<file path="src/pat_pkg.sv">
`default_nettype none

package pat_pkg;

	// ========================================
	// widths and basic types
	// ========================================
	localparam int d_width = 8; // datapath width
	localparam int rf_depth = 8; // general registers
	localparam int op_width = 4; // all three opcode tiers are four bits

	typedef logic [d_width-1:0] data_t;
	typedef logic [$clog2(rf_depth)-1:0] rf_addr_t;
	typedef logic [22:0] instr_t; // rn, reserved, cond, reserved, op_i8, imm8

	// field positions, low to high
	localparam int imm8_lsb = 0;
	localparam int op_i8_lsb = 8; // bit 12 above it is reserved
	localparam int cond_lsb = 13; // bits 15..19 reserved
	localparam int rn_lsb = 20;
	localparam int op_i3_lsb = 4; // position inside imm8
	localparam int op_i0_lsb = 0; // position inside imm8, shares bits with imm3
	localparam int imm3_width = 3;

	// all-ones opcode escapes to the next tier
	localparam logic [op_width-1:0] prefix_op = 4'hf;

	// ========================================
	// opcodes
	// ========================================
	typedef enum logic [op_width-1:0] {
		op_ori = 4'd0,
		op_orr = 4'd1,
		op_andi = 4'd2,
		op_andr = 4'd3,
		op_addi = 4'd4,
		op_addr = 4'd5,
		op_subi = 4'd6,
		op_subr = 4'd7,
		op_ldi = 4'd8,
		op_bf = 4'd13 // forward branch, offset in imm8
	} op_i8_e;

	typedef enum logic [op_width-1:0] {
		op_shlzi = 4'd0,
		op_shlzr = 4'd1,
		op_shloi = 4'd2,
		op_shlor = 4'd3,
		op_shrzi = 4'd4,
		op_shrzr = 4'd5,
		op_asri = 4'd6,
		op_asrr = 4'd7,
		op_in = 4'd8, // imm3 is one-hot input select
		op_out = 4'd11
	} op_i3_e;

	typedef enum logic [op_width-1:0] {
		op_not = 4'd0,
		op_test = 4'd2, // sets z and n from rn
		op_nop = 4'd15
	} op_i0_e;

	typedef enum logic [3:0] {
		alu_pass_a, alu_pass_b, alu_or, alu_and, alu_add, alu_sub,
		alu_not, alu_shlz, alu_shlo, alu_shrz, alu_asr
	} alu_op_e;

	typedef enum logic [2:0] {
		dest_none, dest_reg, dest_out, dest_flags, dest_branch
	} dest_e;

	typedef enum logic [1:0] {
		cond_z = 2'd0,
		cond_nz = 2'd1,
		cond_n = 2'd2,
		cond_al = 2'd3
	} cond_e;

	// i3 prefix, i0 prefix, then nop
	localparam instr_t instr_nop = {11'b0, prefix_op, prefix_op, op_nop};

endpackage

`default_nettype wire
</file>
<file path="src/pat_exec_if.sv">
`default_nettype none

// one decoded instruction sitting in the execute stage
interface pat_exec_if #(
	parameter int i_adr_width = 10
);
	import pat_pkg::*;

	logic ex_valid; // slot holds a live instruction
	alu_op_e alu_op; // same op goes to both alus
	logic use_imm; // 1: take the immediate alu result
	dest_e dest;
	cond_e cond; // only looked at by bf
	rf_addr_t rd; // write-back register, also rn
	data_t reg_value; // forwarded rn for the register alu
	data_t src_value; // rn or selected input for the immediate alu
	data_t imm_value; // zero-extended imm3 or raw imm8
	logic [i_adr_width-1:0] ex_pc; // pc of this instruction, base for bf

	modport decode (output ex_valid, alu_op, use_imm, dest, cond, rd,
		reg_value, src_value, imm_value, ex_pc);
	modport alu (input alu_op, reg_value, src_value, imm_value);
	modport commit (input ex_valid, use_imm, dest, cond, rd, ex_pc, imm_value);

endinterface

`default_nettype wire

</file>
<file path="src/pat_top.sv">
`default_nettype none

module pat_top #(
	parameter int i_adr_width = 10
) (
	input wire clk,
	input wire reset,
	input wire pat_pkg::instr_t i_instruction, // rom word for o_pc
	input wire pat_pkg::data_t i_in0,
	input wire pat_pkg::data_t i_in1,
	input wire pat_pkg::data_t i_in2,
	output logic [i_adr_width-1:0] o_pc,
	output pat_pkg::data_t o_out,
	output logic o_out_strobe
);
	import pat_pkg::*;

	logic wr_en;
	rf_addr_t wr_addr;
	data_t wr_data;
	data_t acc;
	logic taken;
	logic [i_adr_width-1:0] target;
	rf_addr_t rd_addr;
	data_t rd_data;
	data_t reg_y; // acc op register
	data_t imm_y; // register or input op immediate

	pat_exec_if #(.i_adr_width(i_adr_width)) exec ();

	pat_pc #(.i_adr_width(i_adr_width)) u_pc (
		.clk(clk), .reset(reset), .i_taken(taken), .i_target(target), .o_pc(o_pc)
	);

	pat_regfile u_regfile (
		.clk(clk), .i_rd_addr(rd_addr), .i_wr_en(wr_en), .i_wr_addr(wr_addr),
		.i_wr_data(wr_data), .o_rd_data(rd_data)
	);

	pat_decode #(.i_adr_width(i_adr_width)) u_decode (
		.clk(clk), .reset(reset), .i_instruction(i_instruction), .i_pc(o_pc),
		.i_rd_data(rd_data), .i_wr_en(wr_en), .i_wr_addr(wr_addr), .i_wr_data(wr_data),
		.i_taken(taken), .i_in0(i_in0), .i_in1(i_in1), .i_in2(i_in2),
		.o_rd_addr(rd_addr), .exec(exec)
	);

	pat_alu reg_alu (.i_op(exec.alu_op), .i_a(acc), .i_b(exec.reg_value), .o_y(reg_y));

	pat_alu imm_alu (.i_op(exec.alu_op), .i_a(exec.src_value), .i_b(exec.imm_value), .o_y(imm_y));

	pat_commit #(.i_adr_width(i_adr_width)) u_commit (
		.clk(clk), .reset(reset), .i_reg_y(reg_y), .i_imm_y(imm_y), .exec(exec),
		.o_acc(acc), .o_wr_en(wr_en), .o_wr_addr(wr_addr), .o_wr_data(wr_data),
		.o_taken(taken), .o_target(target), .o_out(o_out), .o_out_strobe(o_out_strobe)
	);

endmodule

`default_nettype wire

</file>
<file path="src/pat_commit.sv">
`default_nettype none

module pat_commit #(
	parameter int i_adr_width = 10
) (
	input wire clk,
	input wire reset,
	input wire pat_pkg::data_t i_reg_y,
	input wire pat_pkg::data_t i_imm_y,
	pat_exec_if.commit exec,
	output pat_pkg::data_t o_acc,
	output logic o_wr_en,
	output pat_pkg::rf_addr_t o_wr_addr,
	output pat_pkg::data_t o_wr_data,
	output logic o_taken,
	output logic [i_adr_width-1:0] o_target,
	output pat_pkg::data_t o_out,
	output logic o_out_strobe
);
	import pat_pkg::*;

	data_t result;
	logic flag_z;
	logic flag_n;
	logic cond_ok;

	// ========================================
	// result steering in the execute cycle
	// ========================================
	assign result = exec.use_imm ? i_imm_y : i_reg_y;

	always_comb
	begin
		case (exec.cond)
			cond_z: cond_ok = flag_z;
			cond_nz: cond_ok = !flag_z;
			cond_n: cond_ok = flag_n;
			default: cond_ok = 1'b1; // always
		endcase
	end

	assign o_wr_en = exec.ex_valid && (exec.dest == dest_reg);
	assign o_wr_addr = exec.rd;
	assign o_wr_data = result;
	assign o_taken = exec.ex_valid && (exec.dest == dest_branch) && cond_ok;
	// offset counts from the bf itself
	assign o_target = exec.ex_pc + i_adr_width'($signed(exec.imm_value));

	always_ff @(posedge clk)
	begin
		if (reset)
		begin
			o_acc <= '0;
			flag_z <= 1'b0;
			flag_n <= 1'b0;
			o_out_strobe <= 1'b0;
		end
		else
		begin
			o_out_strobe <= exec.ex_valid && (exec.dest == dest_out); // one cycle pulse
			if (o_wr_en)
				o_acc <= result; // acc tracks the last register write
			if (exec.ex_valid && (exec.dest == dest_flags))
			begin
				flag_z <= (result == '0);
				flag_n <= result[d_width-1];
			end
		end
	end

	always_ff @(posedge clk)
	begin
		if (exec.ex_valid && (exec.dest == dest_out))
			o_out <= result;
	end

	// a taken bf must annul the instruction behind it in decode
	a_taken_annuls: assert property (@(posedge clk) disable iff (reset)
		o_taken |=> !exec.ex_valid)
		else $error("pat_commit: instruction after taken branch not annulled");

	// an out must read a register that was written before
	a_out_known: assert property (@(posedge clk) disable iff (reset)
		o_out_strobe |-> !$isunknown(o_out))
		else $error("pat_commit: output strobe with unknown data");

endmodule

`default_nettype wire

</file>
<file path="src/pat_alu.sv">
`default_nettype none

module pat_alu (
	input wire pat_pkg::alu_op_e i_op,
	input wire pat_pkg::data_t i_a,
	input wire pat_pkg::data_t i_b,
	output pat_pkg::data_t o_y
);
	import pat_pkg::*;

	logic [2:0] amount; // shifts move by one to four places

	assign amount = {1'b0, i_b[1:0]} + 3'd1;

	always_comb
	begin
		case (i_op)
			alu_pass_b: o_y = i_b;
			alu_or: o_y = i_a | i_b;
			alu_and: o_y = i_a & i_b;
			alu_add: o_y = i_a + i_b;
			alu_sub: o_y = i_a - i_b;
			alu_not: o_y = ~i_a;
			alu_shlz: o_y = i_a << amount;
			// shifting the inverse brings in zeros, inverting back gives ones
			alu_shlo: o_y = ~((~i_a) << amount);
			alu_shrz: o_y = i_a >> amount;
			alu_asr: o_y = data_t'($signed(i_a) >>> amount); // sign bit copied down
			default: o_y = i_a; // pass_a
		endcase
	end

endmodule

`default_nettype wire

</file>
<file path="src/pat_decode.sv">
`default_nettype none

module pat_decode #(
	parameter int i_adr_width = 10
) (
	input wire clk,
	input wire reset,
	input wire pat_pkg::instr_t i_instruction,
	input wire [i_adr_width-1:0] i_pc,
	input wire pat_pkg::data_t i_rd_data,
	input wire i_wr_en, // commit write, used for forwarding
	input wire pat_pkg::rf_addr_t i_wr_addr,
	input wire pat_pkg::data_t i_wr_data,
	input wire i_taken,
	input wire pat_pkg::data_t i_in0,
	input wire pat_pkg::data_t i_in1,
	input wire pat_pkg::data_t i_in2,
	output pat_pkg::rf_addr_t o_rd_addr,
	pat_exec_if.decode exec
);
	import pat_pkg::*;

	instr_t instr_q; // decode stage instruction
	logic [i_adr_width-1:0] pc_q;
	logic valid_q;
	logic [op_width-1:0] opcode_i8;
	logic [op_width-1:0] opcode_i3;
	logic [op_width-1:0] opcode_i0;
	logic is_i8;
	logic is_i3;
	rf_addr_t rn;
	data_t imm8;
	logic [imm3_width-1:0] imm3;
	data_t fwd_data; // rn value including the result now committing
	data_t in_data;
	alu_op_e dec_op;
	dest_e dec_dest;
	logic dec_imm;
	logic dec_in;

	// ========================================
	// field split and tier select
	// ========================================
	assign imm8 = instr_q[imm8_lsb +: d_width];
	assign opcode_i8 = instr_q[op_i8_lsb +: op_width];
	assign opcode_i3 = imm8[op_i3_lsb +: op_width];
	assign opcode_i0 = imm8[op_i0_lsb +: op_width];
	assign imm3 = imm8[imm3_width-1:0];
	assign rn = instr_q[rn_lsb +: $bits(rf_addr_t)];
	assign is_i8 = (opcode_i8 != prefix_op);
	assign is_i3 = !is_i8 && (opcode_i3 != prefix_op); // neither -> i0

	assign o_rd_addr = rn;
	// one-deep bypass, older results are already in the regfile
	assign fwd_data = (i_wr_en && (i_wr_addr == rn)) ? i_wr_data : i_rd_data;

	always_comb
	begin
		case (imm3) // one-hot, anything else reads input 0
			3'b010: in_data = i_in1;
			3'b100: in_data = i_in2;
			default: in_data = i_in0;
		endcase
	end

	always_comb
	begin
		dec_op = alu_pass_a;
		dec_dest = dest_none;
		dec_imm = 1'b1; // immediate alu unless a reg form
		dec_in = 1'b0;
		if (is_i8)
		begin
			dec_imm = !opcode_i8[0] || opcode_i8[3]; // odd low codes are acc op reg
			dec_dest = (opcode_i8 <= op_ldi) ? dest_reg : dest_none;
			case (opcode_i8)
				op_ori, op_orr: dec_op = alu_or;
				op_andi, op_andr: dec_op = alu_and;
				op_addi, op_addr: dec_op = alu_add;
				op_subi, op_subr: dec_op = alu_sub;
				op_ldi: dec_op = alu_pass_b; // immediate straight through
				op_bf: dec_dest = dest_branch;
				default: dec_dest = dest_none; // spare i8 codes
			endcase
		end
		else if (is_i3)
		begin
			dec_imm = !opcode_i3[0] || opcode_i3[3];
			dec_dest = dest_reg;
			case (opcode_i3)
				op_shlzi, op_shlzr: dec_op = alu_shlz;
				op_shloi, op_shlor: dec_op = alu_shlo;
				op_shrzi, op_shrzr: dec_op = alu_shrz;
				op_asri, op_asrr: dec_op = alu_asr;
				op_in: dec_in = 1'b1; // pass_a of the picked input
				op_out: dec_dest = dest_out; // pass_a of rn
				default: dec_dest = dest_none;
			endcase
		end
		else
		begin
			case (opcode_i0)
				op_not:
				begin
					dec_op = alu_not;
					dec_dest = dest_reg;
				end
				op_test: dec_dest = dest_flags;
				default: dec_dest = dest_none; // nop and spare i0 codes
			endcase
		end
	end

	// ========================================
	// stage registers
	// ========================================
	always_ff @(posedge clk)
	begin
		if (reset)
		begin
			valid_q <= 1'b0;
			exec.ex_valid <= 1'b0;
		end
		else
		begin
			valid_q <= !i_taken; // word fetched behind a taken bf dies
			exec.ex_valid <= valid_q && !i_taken; // and so does the one in decode
		end
	end

	always_ff @(posedge clk)
	begin
		instr_q <= i_instruction;
		pc_q <= i_pc;
		exec.alu_op <= dec_op;
		exec.use_imm <= dec_imm;
		exec.dest <= dec_dest;
		exec.cond <= cond_e'(instr_q[cond_lsb +: $bits(cond_e)]);
		exec.rd <= rn;
		exec.reg_value <= fwd_data;
		exec.src_value <= dec_in ? in_data : fwd_data;
		exec.imm_value <= is_i8 ? imm8 : d_width'(imm3); // shift amount in low two bits
		exec.ex_pc <= pc_q;
	end

endmodule

`default_nettype wire

</file>
<file path="src/pat_regfile.sv">
`default_nettype none

module pat_regfile (
	input wire clk,
	input wire pat_pkg::rf_addr_t i_rd_addr,
	input wire i_wr_en,
	input wire pat_pkg::rf_addr_t i_wr_addr,
	input wire pat_pkg::data_t i_wr_data,
	output pat_pkg::data_t o_rd_data
);
	import pat_pkg::*;

	data_t mem [rf_depth]; // r0..r7

	assign o_rd_data = mem[i_rd_addr]; // async read in decode

	always_ff @(posedge clk)
	begin
		if (i_wr_en)
			mem[i_wr_addr] <= i_wr_data; // commit edge write
	end

	// address is driven from the execute stage register in decode
	a_wr_addr_known: assert property (@(posedge clk)
		i_wr_en |-> !$isunknown(i_wr_addr))
		else $error("pat_regfile: write with unknown address");

endmodule

`default_nettype wire

</file>
<file path="src/pat_pc.sv">
`default_nettype none

module pat_pc #(
	parameter int i_adr_width = 10
) (
	input wire clk,
	input wire reset,
	input wire i_taken,
	input wire [i_adr_width-1:0] i_target,
	output logic [i_adr_width-1:0] o_pc
);

	// fetch address, registered straight to the program rom
	always_ff @(posedge clk)
	begin
		if (reset)
			o_pc <= '0;
		else if (i_taken)
			o_pc <= i_target; // redirect, decode drops the two younger words
		else
			o_pc <= o_pc + 1'b1; // sequential fetch
	end

	// target comes from the commit stage adder
	a_target_known: assert property (@(posedge clk) disable iff (reset)
		i_taken |-> !$isunknown(i_target))
		else $error("pat_pc: branch taken with unknown target");

endmodule

`default_nettype wire

</file>
<file path="config.mk">
export PLATFORM = sky130hd
export DESIGN_NAME = pat_top
export DESIGN_NICKNAME = d
export VERILOG_FILES = /design/src/pat_pkg.sv /design/src/pat_exec_if.sv /design/src/pat_top.sv /design/src/pat_commit.sv /design/src/pat_alu.sv /design/src/pat_decode.sv /design/src/pat_regfile.sv /design/src/pat_pc.sv
export SDC_FILE = /design/constraint.sdc
export NUM_CORES = 1
export LEC_CHECK = 0
export BUFFER_PORTS_ARGS = -buffer_cell sky130_fd_sc_hd__buf_2
export CORE_MARGIN = 10
export CORE_UTILIZATION = 50
export DETAILED_ROUTE_END_ITERATION = 8
export PLACE_DENSITY = 0.68
export RECOVER_POWER = 25
export SYNTH_ARGS = -nofsm -noshare
export SYNTH_HDL_FRONTEND = slang
export SYNTH_SLANG_ARGS = --single-unit
export TNS_END_PERCENT = 1
</file>
<file path="constraint.sdc">
create_clock -name clk -period 6 [get_ports clk]
set_clock_uncertainty 0.2 [all_clocks]
set_input_delay 1.2 -clock clk [delete_from_list [all_inputs] [get_ports clk]]
set_output_delay 1.2 -clock clk [all_outputs]
set_load 0.05 [all_outputs]
</file>
Yosys cells after proc, flatten, opt, wreduce, memory -nomap -nowiden
Memories as Yosys holds them, arrays and structs flattened. A register that Yosys moved wholly into a read port is not among the register bits.
Cells that the tools add are included.

word-level totals
  flip-flop bits (word level) = 111
  bits in writable memories = 64
  input bits = 49
  word-level logic and storage cells = 142
  memories = 1

memory list
  memory         words  bits a word  rd ports  clocked after memory_dff  write ports  RTL line           source
  u_regfile.mem  8      8            1         1                         1            pat_regfile.sv:13  data_t mem [rf_depth];

cells by class
  add/sub/neg operators = 8
  magnitude comparators = 1
  eq/ne operators = 40
  shift-type cells = 8
  multiplexer cells = 26
  bitwise logic cells = 8
  reduce and logical (&&, ||, !) cells = 30

operator list
  operator                                        count
  case mux 8 bit (10 select lines)                2
  == test 4 x 3 -> 1 bit (second input constant)  12
  NOT 8 bit                                       4
  << shifter 8 x 3 -> 8 bit                       4
  == test 4 x 2 -> 1 bit (second input constant)  7
  == test 4 bit (second input constant)           7
  two-way mux 8 bit                               3
  OR reduction 9 bit                              2
  adder 8 bit                                     2
  AND 8 bit                                       2
  bitwise OR 8 bit                                2
  case mux 4 bit (4 select lines)                 1
  case mux 8 bit (2 select lines)                 1
  OR reduction 2 bit                              8
  right shift 8 x 3 -> 8 bit                      2
  >>> shifter 8 x 3 -> 8 bit                      2
  subtractor 8 bit                                2
  case mux 3 bit (5 select lines)                 1
  == test 4 x 1 -> 1 bit (second input constant)  3
  logical NOT 4 bit                               3
  adder 10 x 1 -> 10 bit (second input constant)  1
  adder 10 bit                                    1
  two-way mux 10 bit                              1
  == test 3 x 2 -> 1 bit (second input constant)  3
  19 further kinds                                45

Depth between registers and ports, before layout
Gate-level depths: netlist of run 1.

  depth after elaboration = 7
  gate-level depth with buffers = 19
  depth with buffers taken out = 15

Hierarchy
A second synthesis of run 1 with hierarchy kept.

second synthesis, totals
  cells, all modules = 1010
  area total of the unflattened synthesis = 10470.0 sq um

modules (own cells, without submodules)
  module       instances  cells an instance  area an instance (sq um)  seq. area each (sq um)
  pat_alu      2          284                2004.4                    0.0
  pat_regfile  1          106                2531.2                    1921.8
  pat_decode   1          157                2207.1                    1521.5
  pat_commit   1          121                1223.7                    460.4
  pat_pc       1          58                 499.2                     200.2

Least setup slack after synthesis of run 1
OpenSTA, ideal clock, no wires.

  kind = reg-to-reg
  start point = register u_decode.exec.reg_value[0] in the netlist's numbering
  end point = register u_decode.exec.src_value[7]
  arrival = 4.244 ns
  path slack = 1.481 ns
  cell stages (with the launch flop) = 19
  path through = dfxtp_1 > buf_2 > buf_2 > inv_1 > ha_1 > buf_2 > buf_2 > inv_1 > o21ai_0 > inv_1 > ha_1 > nor2b_1 > o311ai_0 > a21oi_1 > xnor2_1 > a21oi_1 > o31ai_1 > o21ai_0 > o21ai_0

on the way
  word-level cells in the longest chain between the ends = 7

RTL lines
  element                               RTL line           source
  start, declared                       pat_exec_if.sv:21  reg_value, src_value, imm_value, ex_pc);
  start signal, assigned                pat_decode.sv:140  exec.reg_value <= fwd_data;
  adder 2 x 1 -> 3 bit                  pat_alu.sv:13      assign amount = {1'b0, i_b[1:0]} + 3'd1;
  << shifter 8 x 3 -> 8 bit             pat_alu.sv:26      alu_shlo: o_y = ~((~i_a) << amount);
  NOT 8 bit                             pat_alu.sv:26
  case mux 8 bit (10 select lines) (*)  pat_alu.sv:17      case (i_op)
  two-way mux 8 bit (*)                 pat_commit.sv:30   assign result = exec.use_imm ? i_imm_y : i_reg_y;
  net u_commit.o_wr_data[7]             pat_commit.sv:14   output pat_pkg::data_t o_wr_data,
  two-way mux 8 bit (*)                 pat_decode.sv:55   assign fwd_data = (i_wr_en && (i_wr_addr == rn)) ? i_wr_data : i_rd_data;
  two-way mux 8 bit (*)                 pat_decode.sv:141  exec.src_value <= dec_in ? in_data : fwd_data;
  end signal, assigned                  pat_decode.sv:141
  end, declared                         pat_exec_if.sv:21

Mark *: on every way through the listed nets, which the timed path passes. The rest lies on a longest branch.
A chain may end at the register's enable or synchronous reset.

Worst setup path in the final report of run 1
  start point = register u_decode.exec.reg_value[1] in the netlist's numbering
  end point = register u_decode.exec.src_value[7]

The elaborated chain is that of the path after synthesis.

==> reports/metrics.sh, run 1 <==
OUTCOME='complete, but fails checks'
FAILED_CHECKS='capacitance limit, slew limit'
PLACEABLECOREAREA_MM2=0.0196
FINALSETUPVIOLATIONS=0
CTS.PATH.MAX_BUFFERS=2
ANTENNA-DIODE-COUNT=0
ROUTED_ANTENNA_NETS=0
DRT_FIRST_PASS_ITERS=5
DETAILEDROUTE.FIRSTITERATIONVIOLATIONS=782
FIN_CRIT_SH=0.859
POST_CTS_HOLD_BUFFER_COUNT=0
TOTAL_SWITCHING_POWER_mW=0.933
CRITICAL_PATH_REQUIRED_NS=6.15
CP_DATA_ARRIVAL_TIME_NS=5.31
RSZ_0062_RAISED_AFTER_GLOBAL_ROUTING='no'
SYNTH_EDF_COUNT=72
CLOCK_POWER_SHARE=0.364
ASYNC_RESET_FF_FRAC=0
SETUP.WORST_PATH.CLASS='reg2reg'
POST-CTS-SETUP-BUFFER-COUNT=0
FINAL_CELL_MIX='97 x dfxtp_1, 79 x nor2_1, 72 x edfxtp_1'
SYNTH.DISTINCT_CELLS=80
GRT_PASS1_WL_MM=43.4
CRITPATHMAXFANOUT=22
YOSYS_REGISTER_BITS=169
ROUTED_VIA_DENSITY=6.20
AVGSYNTHCELLAREA_UM2=9.93
CLK_TRANSITION_REPORTED_PATHS_NS=0.07
CTS.HTREE.LEVELS=4
PWR-SHARE-SEQ=0.438
HOLD_WS_NS=0.129
HOLD_PATH_CLASS='reg2reg'
ROW_COUNT=51
GRT.TOTAL_USAGE=0.208
DIEWIDTH_UM=162
CAP_VIOL_MAX_COUNT=1
VIA_COUNT_OF_THE_FIRST_GLOBAL_ROUTING_PASS=7962
LEADING_CELL_TYPE_IN_THE_LAYOUT_FILL_AND_TAPS_EXCLUDED='dfxtp_1'
LARGEST_REGISTER_FF_COUNT=64
REGMOSTFLOPS='u_regfile.mem'
POST_ROUTE_CELLS_DRIVE_ABOVE_1_SHARE=0.164
SYNTH_CELLS=1009
VDD_IR_DROP_MAX_mV=0.349
FP.DIEAREA_MM2=0.0261
CELL_INTERNAL_PWR_mW=2.12
ROUTEDWLPERCELL_UM=20.7
CRITICAL-PATH-MAX-STAGE-DELAY_NS=1.06
CTS_SINKS=169
POST_CTS_RESIZED=0
GP_CONGESTION=0.942
PATH_DELAY_FAMILY='compound AO/OA/AOI/OAI gates'
PLACE_WORST_SETUP_SLACK_NS=1.01
TRITONCTS_CLOCK_TREE='yes'
SYN2LAYOUT_AREA_GROWTH_PCT=10.9
CTS-ROOT-BUF='clkbuf_16'
CRIT_PATH_CELL_TRACE='inv_1, ha_1, buf_4, inv_1, o21ai_0, inv_1, ha_1, nor2b_1, o311ai_0, a21oi_1, xnor2_1, a21oi_1, o31ai_1, o21ai_0, o21ai_0'
INITIAL_UTILIZATION=0.511
WORST_SETUP_SP_TYPE='flop'
CPMAXSTAGEDELAYCELL='o31ai_1'
SYNTHESIS.NETS=1095
CP_NUM_BUF_INV=4
POST_SYNTH_INSTANCE_AREA_MM2=0.0100
CLOCK_INSERTION_DELAY_WORST_SKEW_NS=0.43
DP.CELLS=1280
SYNTH-MAIN-FF-CELL='dfxtp_1'
CELL_LEAKAGE_POWER_nW=4.15
FIN_NETS=1120
STDCELL_COUNT=1312
SYNTH_WARNINGS=0
MAXIMUM_NUMBER_OF_PINS_ON_ONE_NET_BEFORE_GLOBAL_ROUTE_REPAIR=48
TIMING_HOLD_VIOLATIONS_FINAL=0
LARGESTREGISTERS='u_regfile.mem: 64 flops, u_decode.instr_q: 17 flops'
FINALSETUPTNS_NS=0
ROUTE.VIAS.TOTAL=8136
IO_PINS=68
SYNTH_SEQUENTIAL_AREA_RATIO=0.410
WORSTSETUPENDPOINTTYPE='flop'
FIN_TOTAL_PWR_mW=3.06
DRC_ERRORS=0
FRACTION_OF_POWER_SPENT_SWITCHING_NETS=0.306
TIMING.MAX_SLEW.REL_SLACK=-0.0556
DETAIL_ROUTE.WIRELENGTH_MM=27.2
TIMING.FMAX_GHz=0.194
WORST_PIN_SLEW_NS=1.58
DRV_SLEW=19
POWER-PER-CELL-AREA_mW_PER_MM2=275
DETAILEDPLACEMENTHPWL_MM=19.0
PWR-SHARE-COMB=0.198
POST-ROUTE-MIN-PERIOD_NS=5.16
TRITONCTS.NUM_BUFFERS=17
NUMBER_OF_ANTENNA_VIOLATIONS_AT_THE_FIRST_CHECK_IN_GLOBAL_ROUTING=0
PORT_BUFFERS=61
LEFTOVER_OVERFLOW_AT_THE_END_OF_GLOBAL_ROUTING=0
POSTLAYOUTSETUPSLACKWORST_NS=0.844
DIE_H_UM=162
## cells in the mapped netlist (5+ instances only)
cell type	number	area share
dfxtp_1	97	0.19
nor2_1	79	0.030
edfxtp_1	72	0.22
nand2_1	58	0.022
o21ai_0	53	0.026
a21oi_1	52	0.026
inv_1	48	0.018
clkbuf_1	44	0.016
mux2i_1	37	0.037
ha_1	34	0.042
mux4_2	33	0.074
xnor2_1	32	0.028
buf_2	26	0.013
o22ai_1	25	0.016
nor3_1	23	0.011
a211oi_1	21	0.016
nand2b_1	19	0.012
nor3b_1	16	0.012
o211ai_1	15	0.011
nor2b_1	14	0.0087
nand3_1	13	0.0065
and2_1	12	0.0075
a31oi_1	10	0.0062
mux2_2	10	0.011
a21o_1	7	0.0052
a22oi_1	7	0.0052
a2bb2oi_1	7	0.0061
nor4_1	7	0.0044
a32oi_1	6	0.0052
nand4_1	6	0.0037
o21a_1	6	0.0045
o221ai_1	6	0.0052
o31ai_1	6	0.0045
xor2_1	6	0.0052
and3_1	5	0.0031
o2111ai_1	5	0.0044
o22a_1	5	0.0044
o32ai_1	5	0.0044
## routing by layer
metal / track usage / part of all wire
met5: 0 / 0
met3: 0.0465 / 0.077
met1: 0.285 / 0.44
met2: 0.314 / 0.46
met4: 0.0778 / 0.029
## logic make-up (layout without fill, tap and decap cells)
kind of cell / count (synthesis) / count (layout) / synth area share
and+or+nand+nor: 282 / 282 / 0.147
AOI/OAI and AO/OA: 270 / 270 / 0.182
DFF: 169 / 169 / 0.410
buffers and inverters: 130 / 168 / 0.0535
muxes: 80 / 80 / 0.122
adders and majority gates: 40 / 40 / 0.0515
xor gates and xnor gates: 38 / 38 / 0.0332
## layout make-up
| class | instances | area (um^2) |
|---|---|---|
| Clock inverter | 15 | 189 |
| Fill cell | 1722 | 8480 |
| Tap cell | 265 | 332 |
| Inverter | 53 | 199 |
| Timing Repair Buffer | 83 | 462 |
| Clock buffer | 17 | 425 |
| Multi-Input combinational cell | 710 | 5400 |
| Sequential cell | 169 | 4100 |
## final timing paths
path / from / to / slack [ns] / cells past startpoint
worst min-delay path: u_decode.pc_q[3]$_DFF_P_ / u_decode.exec.ex_pc[3]$_DFF_P_ / 0.13 / 0
worst max-delay path: u_decode.exec.reg_value[1]$_DFF_P_ / u_decode.exec.src_value[7]$_DFF_P_ / 0.84 / 15
worst min register to register: u_decode.pc_q[3]$_DFF_P_ / u_decode.exec.ex_pc[3]$_DFF_P_ / 0.13 / 0
worst max register to register: u_decode.exec.reg_value[1]$_DFF_P_ / u_decode.exec.src_value[7]$_DFF_P_ / 0.84 / 15
## power by group through the flow
stage	Clock (mW)	Combinational, mW	Sequential [mW]
6_report	1.11	0.604	1.34
5_1_grt	1.18	0.663	1.34
4_1_cts	1.14	0.597	1.34
3_5_place_dp	0	0.592	1.36
3_3_place_gp	0	0.587	1.36
2_1_floorplan	0	0.463	1.32
## through the flow
step | area (um^2) | util
6_report | 11100 | 0.567
5_1_grt | 11100 | 0.567
3_3_place_gp | 10500 | 0.536
4_1_cts | 11100 | 0.568
2_1_floorplan | 10000 | -
3_5_place_dp | 10500 | 0.536
Power figures use the tool's default switching activity.
==> inputs of run 2 (changes only) <==
Settings changed: CORE_MARGIN 10 to unset.
==> reports/metrics.sh, run 2 (synthesized netlist as in run 1, its figures left out) <==
ROUTED_MET1_LENGTH_MM=11.9  # about the same
DIEWIDTH_UM=144  # was 162 um
POST_CTS_RESIZED=0  # unchanged
WORST_SETUP_SP_TYPE='flop'  # unchanged
GP_CONGESTION=0.952  # was 0.942
PATH_DELAY_FAMILY='compound AO/OA/AOI/OAI gates'  # unchanged
DRV_SLEW=0  # was 19
HOLD_PATH_CLASS='reg2reg'  # unchanged
PORT_BUFFERS=61  # unchanged
TIMING.MAX_SLEW.REL_SLACK=0.00213  # was -0.0556
CAP_VIOL_MAX_COUNT=1  # unchanged
TIMING_HOLD_VIOLATIONS_FINAL=0  # unchanged
DRT_FIRST_PASS_ITERS=6  # was 5
CP_NUM_BUF_INV=4  # unchanged
FINAL_CELL_MIX='97 x dfxtp_1, 79 x nor2_1, 72 x edfxtp_1'  # unchanged
ROW_COUNT=51  # unchanged
CRITICAL-PATH-MAX-STAGE-DELAY_NS=1.12  # was 1.06 ns
ROUTEDWLPERCELL_UM=20.6  # was 20.7 um
IO_PINS=68  # unchanged
CPMAXSTAGEDELAYCELL='o31ai_1'  # unchanged
OUTCOME='complete, but fails checks'  # unchanged
CP_DATA_ARRIVAL_TIME_NS=5.50  # was 5.31 ns
DETAILEDROUTE.FIRSTITERATIONVIOLATIONS=708  # was 782
ANTENNA-DIODE-COUNT=0  # unchanged
TOP_LAYER_REACHED_BY_SIGNAL_WIRES='met4'  # unchanged
POST-ROUTE-MIN-PERIOD_NS=5.36  # was 5.16 ns
POWER-PER-CELL-AREA_mW_PER_MM2=277  # was 275 mW/mm^2
ROUTE.VIAS.TOTAL=8202  # was 8136
FAILED_CHECKS='capacitance limit'  # was capacitance limit, slew limit
LARGESTREGISTERS='u_regfile.mem: 64 flops, u_decode.instr_q: 17 flops'  # unchanged
DRC_ERRORS=0  # unchanged
RSZ_0062_RAISED_AFTER_GLOBAL_ROUTING='no'  # unchanged
LEFTOVER_OVERFLOW_AT_THE_END_OF_GLOBAL_ROUTING=0  # unchanged
PLACEABLECOREAREA_MM2=0.0195  # was 0.0196 mm^2
GRT.TOTAL_USAGE=0.273  # was 0.208
POST-CTS-SETUP-BUFFER-COUNT=0  # unchanged
ROUTED_VIA_DENSITY=6.25  # was 6.20
INITIAL_UTILIZATION=0.513  # was 0.511
DETAILEDPLACEMENTHPWL_MM=18.8  # was 19.0 mm
DIE_H_UM=144  # was 162 um
LENGTH_OF_ROUTED_MET2_WIRING_MM=12.7  # was 12.4 mm
STDCELL_COUNT=1313  # was 1312
CRITPATHMAXFANOUT=22  # unchanged
MET3ROUTEDLENGTH_MM=1.89  # was 2.08 mm
FIN_CRIT_SH=0.893  # was 0.859
FIN_NETS=1121  # was 1120
SETUP.WORST_PATH.CLASS='reg2reg'  # unchanged
CTS.PATH.MAX_BUFFERS=2  # unchanged
VDD_IR_DROP_MAX_mV=0.296  # was 0.349 mV
FINALSETUPVIOLATIONS=0  # unchanged
POST_ROUTE_CELLS_DRIVE_ABOVE_1_SHARE=0.165  # was 0.164
DP.CELLS=1281  # was 1280
FINALSETUPTNS_NS=0  # unchanged
WORSTSETUPENDPOINTTYPE='flop'  # unchanged
TRITONCTS.NUM_BUFFERS=17  # unchanged
ROUTED_ANTENNA_NETS=0  # unchanged
TIMING.FMAX_GHz=0.187  # was 0.194 GHz
UTILIZATION=0.570  # was 0.567
CTS-ROOT-BUF='clkbuf_16'  # unchanged
FINAL.FILL_COUNT=1727  # was 1722
CRITICAL_PATH_REQUIRED_NS=6.14  # was 6.15 ns
DETAIL_ROUTE.WIRELENGTH_MM=27.1  # was 27.2 mm
NUMBER_OF_ANTENNA_VIOLATIONS_AT_THE_FIRST_CHECK_IN_GLOBAL_ROUTING=0  # unchanged
LEADING_CELL_TYPE_IN_THE_LAYOUT_FILL_AND_TAPS_EXCLUDED='dfxtp_1'  # unchanged
CRIT_PATH_CELL_TRACE='inv_1, ha_1, buf_4, inv_1, o21ai_0, inv_1, ha_1, nor2b_1, o311ai_0, a21oi_1, xnor2_1, a21oi_1, o31ai_1, o21ai_0, o21ai_0'  # unchanged
MAXIMUM_NUMBER_OF_PINS_ON_ONE_NET_BEFORE_GLOBAL_ROUTE_REPAIR=48  # unchanged
REGMOSTFLOPS='u_regfile.mem'  # unchanged
CLK_TRANSITION_REPORTED_PATHS_NS=0.07  # about the same
CTS_SINKS=169  # unchanged
SYN2LAYOUT_AREA_GROWTH_PCT=11.1  # was 10.9%
WORST_PIN_SLEW_NS=1.50  # was 1.58 ns
GRT_PASS1_WL_MM=42.6  # was 43.4 mm
LARGEST_REGISTER_FF_COUNT=64  # unchanged
CTS.HTREE.LEVELS=4  # unchanged
CELL_LEAKAGE_POWER_nW=4.16  # was 4.15 nW
TRITONCTS_CLOCK_TREE='yes'  # unchanged
CLOCK_INSERTION_DELAY_WORST_SKEW_NS=0.43  # about the same
POST_CTS_HOLD_BUFFER_COUNT=0  # unchanged
FP.DIEAREA_MM2=0.0206  # was 0.0261 mm^2
VIA_COUNT_OF_THE_FIRST_GLOBAL_ROUTING_PASS=7576  # was 7962
## run 2: changes by cell type in the layout (fill, tap and decap cells not counted), sizes merged
cell / previous run / this run
inv: 58 / 56
clkinv: 8 / 7
clkinvlp: 1 / 3
buf: 80 / 81
bufinv: 1 / 2
## run 2: metrics by stage
stage          hold slack (ns)  setup slack [ns]  area, um^2  power, mW
2_1_floorplan            0.110              1.48       10000       1.79
3_3_place_gp             0.110              1.04       10500       1.95
3_5_place_dp             0.112             0.961       10500       1.96
4_1_cts                  0.128             0.887       11100       3.09
5_1_grt                  0.129             0.229       11100       3.21
6_report                 0.128             0.642       11100       3.08
## run 2: final timing paths
kind / slack [ns] / from / cells after the start / end
worst max register to register: 0.64 / u_decode.exec.reg_value[1]$_DFF_P_ / 15 / u_decode.exec.src_value[7]$_DFF_P_
worst min register to register: 0.13 / u_decode.pc_q[1]$_DFF_P_ / 0 / u_decode.exec.ex_pc[1]$_DFF_P_
worst max-delay path: 0.64 / u_decode.exec.reg_value[1]$_DFF_P_ / 15 / u_decode.exec.src_value[7]$_DFF_P_
worst min-delay path: 0.13 / u_decode.pc_q[1]$_DFF_P_ / 0 / u_decode.exec.ex_pc[1]$_DFF_P_
## run 2: power breakdown
group | internal (mW) | switching (mW) | total [mW] | leakage, nW
clock | 0.637 | 0.498 | 1.13 | 0.295
combinational | 0.256 | 0.353 | 0.609 | 2.41
sequential | 1.26 | 0.0763 | 1.34 | 1.45
## run 2: layout make-up
cell class,instances,area (um^2),share of cell area
repair buffers,84,469,0.0421
inverters,53,199,0.0179
multi-input cells,710,5400,0.485
clock buffers,17,425,0.0382
clock inverters,15,200,0.0180
well taps,265,332,0.0298
flip-flops and latches,169,4100,0.369
## run 2: metal layers
layer | up-vias | track usage
li1 | 3837 | -
met1 | 3994 | 0.383
met2 | 327 | 0.435
met3 | 44 | 0.0443
met4 | 0 | 0.0801
met5 | - | 0
